### config.mk
export PLATFORM = sky130hd
export DESIGN_NAME = pio_subsystem
export DESIGN_NICKNAME = d
export VERILOG_FILES = /design/src/logic/pio_pkg.sv /design/src/logic/pio_bridge.sv /design/src/logic/pio_node.sv /design/src/logic/pio_collect.sv /design/src/logic/pio_subsystem.sv
export SDC_FILE = /design/constraint.sdc
export NUM_CORES = 1
export LEC_CHECK = 0
export BUFFER_PORTS_ARGS = -buffer_cell sky130_fd_sc_hd__buf_2
export CAP_MARGIN = 10
export CORE_UTILIZATION = 60
export CTS_BUF_LIST = sky130_fd_sc_hd__clkbuf_8
export CTS_CLUSTER_DIAMETER = 80
export DETAILED_ROUTE_END_ITERATION = 8
export HOLD_SLACK_MARGIN = 0.12
export PLACE_DENSITY = 0.77
export RECOVER_POWER = 25
export SLEW_MARGIN = 30
export SYNTH_ARGS = -nofsm -noshare
export SYNTH_HDL_FRONTEND = slang
export SYNTH_SLANG_ARGS = --single-unit
### constraint.sdc
create_clock -name clk -period 11.6 [get_ports clk]
set_input_delay 2.32 -clock clk [delete_from_list [all_inputs] [get_ports clk]]
set_output_delay 2.32 -clock clk [all_outputs]
set_load 0.02 [all_outputs]
### src/logic/pio_pkg.sv
// PIO fabric shared definitions

`default_nettype none

package pio_pkg;

        // ##############################
        // Bus widths and address fields
        // ##############################
        localparam int pio_data_w = 32;   // APB data and broadcast bus
        localparam int pio_addr_w = 16;   // APB address

        localparam int node_id_lsb = 12;
        localparam int node_id_msb = 15;
        localparam int reg_idx_lsb = 2;
        localparam int reg_idx_msb = 3;

        localparam int time_node_id = 15; // Reads the time counter

        // ##############################
        // Enumerated types
        // ##############################
        typedef enum logic {
                op_read  = 1'b0,
                op_write = 1'b1
        } pio_op_t;

        typedef enum logic [2:0] {
                st_idle,
                st_addr,
                st_data,
                st_wait,
                st_done
        } bridge_state_t;

endpackage

`default_nettype wire

### src/logic/pio_bridge.sv
// APB to PIO bridge

`timescale 1ns/1ps
`default_nettype none

module pio_bridge #(
        parameter int num_nodes     = 4,
        parameter int time_prescale = 3
) (
        input  wire                                 clk,
        input  wire                                 arst_n,
        input  wire                                 psel,
        input  wire                                 penable,
        input  wire                                 pwrite,
        input  wire  [pio_pkg::pio_addr_w-1:0]      paddr,
        input  wire  [pio_pkg::pio_data_w-1:0]      pwdata,
        output logic [pio_pkg::pio_data_w-1:0]      prdata,
        output logic                                pready,
        output logic                                pslverr,
        output logic                                pio_start,
        output pio_pkg::pio_op_t                    pio_rw,
        output logic [pio_pkg::pio_data_w-1:0]      pio_addr_wdata,
        input  wire                                 done,
        input  wire  [pio_pkg::pio_data_w-1:0]      done_rdata
);

        import pio_pkg::*;

        bridge_state_t                          state;
        logic [node_id_msb-node_id_lsb:0]       req_id;
        logic                                   access;
        logic                                   is_time;
        logic                                   node_ok;
        logic [time_prescale-1:0]               pre_cnt;
        logic [pio_data_w-1:0]                  time_cnt;

        assign access  = psel & penable;
        assign req_id  = paddr[node_id_msb:node_id_lsb];
        assign is_time = (int'(req_id) == time_node_id);
        assign node_ok = (int'(req_id) < num_nodes);

        // ##############################
        // Free-running time counter
        // ##############################
        always_ff @(posedge clk or negedge arst_n) begin
                if (!arst_n) begin
                        pre_cnt  <= '0;
                        time_cnt <= '0;
                end else begin
                        pre_cnt <= pre_cnt + 1'b1;
                        if (&pre_cnt)
                                time_cnt <= time_cnt + 1'b1;
                end
        end

        // ##############################
        // Transfer FSM
        // ##############################
        always_ff @(posedge clk or negedge arst_n) begin
                if (!arst_n) begin
                        state     <= st_idle;
                        pio_start <= 1'b0;
                        pready    <= 1'b0;
                        pslverr   <= 1'b0;
                end else begin
                        case (state)
                                st_idle: if (access) begin
                                        if (is_time) begin
                                                pready  <= 1'b1;
                                                pslverr <= pwrite;  // Counter is read-only
                                                state   <= st_done;
                                        end else if (!node_ok) begin
                                                pready  <= 1'b1;
                                                pslverr <= 1'b1;
                                                state   <= st_done;
                                        end else begin
                                                pio_start <= 1'b1;  // Address beat
                                                state     <= st_addr;
                                        end
                                end
                                st_addr: begin
                                        pio_start <= (pio_rw == op_write);  // Data beat
                                        state     <= (pio_rw == op_write) ? st_data : st_wait;
                                end
                                st_data: begin
                                        pio_start <= 1'b0;
                                        state     <= st_wait;
                                end
                                st_wait: if (done) begin
                                        pready  <= 1'b1;
                                        pslverr <= 1'b0;
                                        state   <= st_done;
                                end
                                st_done: begin
                                        pready  <= 1'b0;
                                        pslverr <= 1'b0;
                                        state   <= st_idle;
                                end
                                default: state <= st_idle;
                        endcase
                end
        end

        always_ff @(posedge clk) begin
                if (state == st_idle && access) begin
                        pio_rw         <= pwrite ? op_write : op_read;
                        pio_addr_wdata <= pio_data_w'(paddr);
                        prdata         <= time_cnt;
                end else if (state == st_addr) begin
                        pio_addr_wdata <= pwdata;
                end else if (state == st_wait && done) begin
                        prdata <= done_rdata;
                end
        end

        // A node answer only comes back for a transfer in flight
        assert property (@(posedge clk) disable iff (!arst_n) done |-> state != st_idle);

endmodule

`default_nettype wire

### src/logic/pio_node.sv
// PIO peripheral node

`timescale 1ns/1ps
`default_nettype none

module pio_node #(
        parameter int node_id = 0,
        parameter int div     = 2
) (
        input  wire                             clk,
        input  wire                             arst_n,
        input  wire                             pio_start,
        input  wire  pio_pkg::pio_op_t          pio_rw,
        input  wire  [pio_pkg::pio_data_w-1:0]  pio_addr_wdata,
        output logic                            tick,
        output logic                            ack,
        output logic                            rvalid,
        output logic [pio_pkg::pio_data_w-1:0]  rdata
);

        import pio_pkg::*;

        localparam int cnt_w = $clog2(div + 1);

        logic [cnt_w-1:0]               div_cnt;
        logic                           data_beat;      // Next beat carries write data
        logic                           hit;
        logic                           addr_hit;
        logic                           pend_valid;
        pio_op_t                        pend_rw;
        logic [1:0]                     pend_idx;
        logic [pio_data_w-1:0]          pend_wdata;
        logic                           exec;
        logic                           ack_next;
        logic                           rvalid_next;
        logic [pio_data_w-1:0]          wr_count;
        logic [pio_data_w-1:0]          reg_file [0:2];

        assign tick     = (div_cnt == cnt_w'(div - 1));
        assign addr_hit = (pio_addr_wdata[node_id_msb:node_id_lsb] == 4'(node_id));
        assign exec     = tick & pend_valid;

        always_ff @(posedge clk or negedge arst_n) begin
                if (!arst_n)
                        div_cnt <= '0;
                else
                        div_cnt <= tick ? '0 : div_cnt + 1'b1;
        end

        // ##############################
        // Beat decoder and execution
        // ##############################
        always_ff @(posedge clk or negedge arst_n) begin
                if (!arst_n) begin
                        data_beat   <= 1'b0;
                        hit         <= 1'b0;
                        pend_valid  <= 1'b0;
                        pend_rw     <= op_read;
                        ack_next    <= 1'b0;
                        rvalid_next <= 1'b0;
                        ack         <= 1'b0;
                        rvalid      <= 1'b0;
                        wr_count    <= '0;
                end else begin
                        if (pio_start) begin
                                if (!data_beat) begin
                                        data_beat <= (pio_rw == op_write);  // Every node tracks beats
                                        hit       <= addr_hit;
                                        if (addr_hit) begin
                                                pend_rw    <= pio_rw;
                                                pend_valid <= (pio_rw == op_read);
                                        end
                                end else begin
                                        data_beat <= 1'b0;
                                        if (hit)
                                                pend_valid <= 1'b1;
                                end
                        end
                        if (tick) begin
                                ack         <= ack_next;        // Held one tick period
                                rvalid      <= rvalid_next;
                                ack_next    <= exec && (pend_rw == op_write);
                                rvalid_next <= exec && (pend_rw == op_read);
                                if (exec)
                                        pend_valid <= 1'b0;
                                if (exec && pend_rw == op_write)
                                        wr_count <= wr_count + 1'b1;
                        end
                end
        end

        always_ff @(posedge clk) begin
                if (pio_start && !data_beat && addr_hit)
                        pend_idx <= pio_addr_wdata[reg_idx_msb:reg_idx_lsb];
                if (pio_start && data_beat && hit)
                        pend_wdata <= pio_addr_wdata;
                if (exec) begin
                        if (pend_rw == op_write && pend_idx != 2'd3)
                                reg_file[pend_idx] <= pend_wdata;       // Register 3 is read-only
                        if (pend_rw == op_read)
                                rdata <= (pend_idx == 2'd3) ? wr_count : reg_file[pend_idx];
                end
        end

        assert property (@(posedge clk) disable iff (!arst_n) !(ack && rvalid));

endmodule

`default_nettype wire

### src/logic/pio_collect.sv
// PIO response collector

`timescale 1ns/1ps
`default_nettype none

module pio_collect #(
        parameter int num_nodes = 4
) (
        input  wire                                             clk,
        input  wire                                             arst_n,
        input  wire  [num_nodes-1:0]                            node_tick,
        input  wire  [num_nodes-1:0]                            node_ack,
        input  wire  [num_nodes-1:0]                            node_rvalid,
        input  wire  [num_nodes-1:0][pio_pkg::pio_data_w-1:0]   node_rdata,
        output logic                                            done,
        output logic [pio_pkg::pio_data_w-1:0]                  done_rdata
);

        import pio_pkg::*;

        logic [num_nodes-1:0]                   lat_ack;
        logic [num_nodes-1:0]                   lat_rvalid;
        logic [num_nodes-1:0][pio_data_w-1:0]   lat_rdata;
        logic                                   sel_valid;
        logic [pio_data_w-1:0]                  sel_rdata;
        logic                                   ans_flag;
        logic                                   ans_flag_d;
        logic [pio_data_w-1:0]                  ans_rdata;

        // ##############################
        // Per-node latches
        // ##############################
        always_ff @(posedge clk or negedge arst_n) begin
                if (!arst_n) begin
                        lat_ack    <= '0;
                        lat_rvalid <= '0;
                end else begin
                        for (int i = 0; i < num_nodes; i++) begin
                                if (node_tick[i]) begin
                                        lat_ack[i]    <= node_ack[i];
                                        lat_rvalid[i] <= node_rvalid[i];
                                end
                        end
                end
        end

        always_ff @(posedge clk) begin
                for (int i = 0; i < num_nodes; i++)
                        if (node_tick[i])
                                lat_rdata[i] <= node_rdata[i];
        end

        // Lowest node wins
        always_comb begin
                sel_valid = 1'b0;
                sel_rdata = '0;
                for (int i = num_nodes - 1; i >= 0; i--) begin
                        if (lat_ack[i] || lat_rvalid[i]) begin
                                sel_valid = 1'b1;
                                sel_rdata = lat_rdata[i];
                        end
                end
        end

        always_ff @(posedge clk or negedge arst_n) begin
                if (!arst_n) begin
                        ans_flag   <= 1'b0;
                        ans_flag_d <= 1'b0;
                end else begin
                        ans_flag   <= sel_valid;
                        ans_flag_d <= ans_flag;
                end
        end

        always_ff @(posedge clk)
                ans_rdata <= sel_rdata;

        assign done       = ans_flag & ~ans_flag_d;    // Rising edge only
        assign done_rdata = ans_rdata;

        assert property (@(posedge clk) disable iff (!arst_n) $onehot0(lat_ack | lat_rvalid));

endmodule

`default_nettype wire

### src/logic/pio_subsystem.sv
// PIO subsystem top level

`timescale 1ns/1ps
`default_nettype none

module pio_subsystem #(
        parameter int num_nodes     = 4,
        parameter int base_div      = 2,
        parameter int time_prescale = 3
) (
        input  wire                             clk,
        input  wire                             arst_n,
        input  wire                             psel,
        input  wire                             penable,
        input  wire                             pwrite,
        input  wire  [pio_pkg::pio_addr_w-1:0]  paddr,
        input  wire  [pio_pkg::pio_data_w-1:0]  pwdata,
        output wire  [pio_pkg::pio_data_w-1:0]  prdata,
        output wire                             pready,
        output wire                             pslverr
);

        import pio_pkg::*;

        logic                                   pio_start;
        pio_op_t                                pio_rw;
        logic [pio_data_w-1:0]                  pio_addr_wdata;
        logic [num_nodes-1:0]                   node_tick;
        logic [num_nodes-1:0]                   node_ack;
        logic [num_nodes-1:0]                   node_rvalid;
        logic [num_nodes-1:0][pio_data_w-1:0]   node_rdata;
        logic                                   done;
        logic [pio_data_w-1:0]                  done_rdata;

        pio_bridge #(
                .num_nodes      (num_nodes),
                .time_prescale  (time_prescale)
        ) u_bridge (
                .clk            (clk),
                .arst_n         (arst_n),
                .psel           (psel),
                .penable        (penable),
                .pwrite         (pwrite),
                .paddr          (paddr),
                .pwdata         (pwdata),
                .prdata         (prdata),
                .pready         (pready),
                .pslverr        (pslverr),
                .pio_start      (pio_start),
                .pio_rw         (pio_rw),
                .pio_addr_wdata (pio_addr_wdata),
                .done           (done),
                .done_rdata     (done_rdata)
        );

        // Node i runs at clk / (base_div + i)
        for (genvar gi = 0; gi < num_nodes; gi++) begin : g_node
                pio_node #(
                        .node_id        (gi),
                        .div            (base_div + gi)
                ) u_node (
                        .clk            (clk),
                        .arst_n         (arst_n),
                        .pio_start      (pio_start),
                        .pio_rw         (pio_rw),
                        .pio_addr_wdata (pio_addr_wdata),
                        .tick           (node_tick[gi]),
                        .ack            (node_ack[gi]),
                        .rvalid         (node_rvalid[gi]),
                        .rdata          (node_rdata[gi])
                );
        end

        pio_collect #(
                .num_nodes      (num_nodes)
        ) u_collect (
                .clk            (clk),
                .arst_n         (arst_n),
                .node_tick      (node_tick),
                .node_ack       (node_ack),
                .node_rvalid    (node_rvalid),
                .node_rdata     (node_rdata),
                .done           (done),
                .done_rdata     (done_rdata)
        );

endmodule

`default_nettype wire

==> flow_metrics.tcl <==
set metrics [dict create \
    cp_data_required_time_ns 12.14 \
    yosysWarnings 0 \
    totalWireLength_um 91500 \
    cp_max_fo 49 \
    share_of_the_synthesized_area_in_the_top_cell_type_pct 60.2 \
    detail-route-antenna-nets 0 \
    top_level_ports 87 \
    synthesis.instances 2743 \
    power.static_leakage_uw 0.0172 \
    cts.repair_timing.setup_buffer_count 0 \
    worstSkewPairLatency_ns 0.83 \
    timing.fmax_mhz 260 \
    fin_setup_tns_ns 0 \
    cts.sink_count 1102 \
    inserted_clock_buffers 165 \
    quantity_of_i_o_buffers_inserted_on_ports 86 \
    synth_seq_cells 1102 \
    pwr-share-comb_pct 11.2 \
    clock-skew-final_ns 0.0347 \
    first_global_vias 22199 \
    num_vias 23178 \
    worst_hold_path.num_cells 0 \
    grt_setup_unrepaired "false" \
    die_h_um 264 \
    family_of_cells_with_the_greatest_summed_delay_on_the_critical_path "simple AND/OR/NAND/NOR gates" \
    cts_hold_repair.buffers 0 \
    layout.cells.most_common_list "825 x edfxtp_1, 301 x nand2_1, 221 x dfrtp_1" \
    synth_top_cells_by_area "edfxtp_1 60%, dfrtp_1 13%, mux2i_1 3.1%" \
    final-setup-viol-count 0 \
    min-delay-path-class "flip-flop to flip-flop" \
    critical_path_buf_inv_count 2 \
    part_of_the_cycle_the_worst_path_needs_pct 33.2 \
    synth_sequential_area_ratio_pct 76.3 \
    period_needed_ns 3.85 \
    fp.dieArea_um2 69700 \
    whs_endpoint "u_collect.ans_flag_d$_DFF_PN0_" \
    internal-power_uw 6570 \
    syn-mean-instance-area_um2 15.0 \
    final_core_density_pct 68.3 \
    cts-resized-gates 0 \
    drtPass1Iterations 6 \
    clock-root-buffer "clkbuf_8" \
    timing.critical_path.arrival_ns 4.39 \
    post-synth-top-area-cell "edfxtp_1" \
    synth_flop_cell "edfxtp_1" \
    area_growth_pct 11.9 \
    post_drt_via_cell_ratio 5.88 \
    clockBufferDepth 3 \
    max-cap-violations 0 \
    cts.clk_slew.worst_paths_ns 0.06 \
    power.density_cell_area_nw_per_um2 197 \
    drt_first_iter_violations 2494 \
    num_rows 95 \
    reg2reg_to "u_bridge.prdata[31]$_DFFE_PP_" \
    multiInputGateArea_um2 9320 \
    cp_cell_sequence "buf_2 > nand4bb_1 > nor2_4 > buf_4 > mux2_2" \
    grt.total_usage_pct 26.7 \
    crit_path_start_kind "primary input" \
    sequential_cell_area_um2 31500 \
    core-area_um2 67500 \
    report.final.slew_viol_count 0 \
    pwr-share-clk_pct 34.5 \
    avgRoutedWirePerCell_um 23.2 \
    timing.critical_path.to_type "flip-flop" \
    drc 0 \
    max_slew.worst_pin.slew_ns 1.02 \
    path_class "primary input to flip-flop" \
    reg2reg_setup_slack_ns 8.76 \
    async_reset_ff_share_pct 20.1 \
    number_of_antenna_violations_at_the_first_check_in_global_routing 17 \
    grt_first_pass_wirelength_um 135000 \
    regToRegStartpoint "u_bridge.state[0]$_DFFE_PN0P_" \
    finish.net_count 2979 \
    layout_commonest_cell "edfxtp_1" \
    status "complete, no violations" \
    cts_max_level 4 \
    synth-edff-count 825 \
    gpl_congestion 0.922 \
    synth.cell_area_um2 41200 \
    swShare_pct 27.6 \
    synthDistinctLibCells 56 \
    critical_path.max_stage_delay_ns 0.68 \
    cpMaxStageDelayCell "buf_4" \
    hold_start "u_collect.ans_flag$_DFF_PN0_" \
    grt_max_degree 93 \
    max_slew_margin_pct 32.3 \
    ff2ff_path_depth 4 \
    hold_viol_final 0 \
    synth_nets 2806 \
    pwr-share-seq_pct 54.4 \
    share_of_final_layout_standard_cells_stronger_than_drive_strength_1_pct 15.7 \
    post-dp-hpwl_um 59000 \
    ir_worst_vdd_uv 139 \
    total_switching_power_uw 2510 \
    overflow 0 \
    final.fill_count 4337 \
    floorplan.initialDensity_pct 61.0 \
    tritoncts "yes" \
    floorplan_die_width_um 264 \
]
==> per-layer routing <==
layer / global-route usage (%) / part of all wire, % / routed length (um) / vias to the layer above
li1: - / - / - / 10450
met1: 36.7 / 39 / 35500 / 11362
met2: 39.9 / 46 / 42100 / 1163
met3: 5.84 / 10 / 9230 / 195
met4: 15.0 / 5.1 / 4670 / 8
met5: 0 / 0.052 / 48 / -
==> sequential cells by signal (all words and copies together) (netlist names), 8 cells and up, named ones only <==
name	flops
g_node.u_node.pend_idx	8
g_node.u_node.rdata	128
g_node.u_node.div_cnt	10
g_node.u_node.wr_count	128
u_collect.lat_rdata	128
u_bridge.prdata	32
u_bridge.pio_addr_wdata	32
g_node.u_node.reg_file	384
g_node.u_node.pend_wdata	128
u_bridge.time_cnt	32
u_collect.done_rdata	32
==> synth_stat cells, drive strengths merged, types with 10 or more instances <==
library cell	count
edfxtp	825
nand2	301
dfrtp	221
o21ai	209
nor2	185
a21oi	149
mux2i	129
xnor2	107
clkbuf	73
mux2	68
nand3	61
dfxtp	56
xor2	48
buf	43
nand4	39
a221o	32
and3	32
inv	28
nor3	26
and4	11
nand2b	11
ha	10
nor2b	10
==> power by group through the flow <==
stage	Combinational [uW]	Sequential, uW	Clock (uW)
3_3_place_gp	955	5010	0
3_5_place_dp	991	5020	0
5_1_grt	1080	4950	3340
4_1_cts	997	4940	3170
6_report	1010	4930	3130
2_1_floorplan	591	4780	0
==> final cells by class <==
type                            count  area share, %
Clock buffer                      188           5.61
Inverter                           28          0.228
Tap cell                          873           2.37
Sequential cell                  1102           68.2
Timing Repair Buffer              122           1.62
Antenna cell                       11         0.0597
Multi-Input combinational cell   1497           20.2
Clock inverter                    120           1.67
==> kinds of logic (layout without fill, tap and decap cells) <==
group                    count (synthesis)  in the layout  share of synthesized area, %
AO/OA/AOI/OAI                          408            408                          5.47
XOR/XNOR                               155            155                          3.30
adder cells (fa/ha/maj)                 10             10                         0.304
buffers and inverters                  144            458                          1.40
flip-flops                            1102           1102                          76.3
multiplexers                           197            197                          4.99
other                                    0             11                             0
AND/OR/NAND/NOR                        727            727                          8.23
==> through the flow <==
stage	std cells	power (uW)	setup WS (ns)	area (um2)	hold WS, ns
2_1_floorplan	2743	5380	7.10	41200	0.374
3_3_place_gp	3619	5970	7.10	42600	0.399
3_5_place_dp	3621	6010	7.00	42700	0.405
4_1_cts	3929	9110	7.83	46000	0.405
5_1_grt	3937	9370	7.68	46100	0.418
6_report	3941	9080	7.75	46100	0.407
==> how the worst max path moves through the flow <==
stage | from | to | slack (ns) | cells after the start
floorplan | psel | u_bridge.prdata[0]$_DFFE_PP_ | 7.10 | 2
global placement | psel | u_bridge.prdata[22]$_DFFE_PP_ | 7.10 | 5
detailed placement | psel | u_bridge.prdata[20]$_DFFE_PP_ | 7.00 | 5
CTS | u_bridge.prdata[1]$_DFFE_PP_ | prdata[1] | 7.83 | 1
global route | psel | u_bridge.prdata[20]$_DFFE_PP_ | 7.68 | 5
finish | psel | u_bridge.prdata[31]$_DFFE_PP_ | 7.75 | 5
Note: power is estimated with default switching activity, not from simulation.
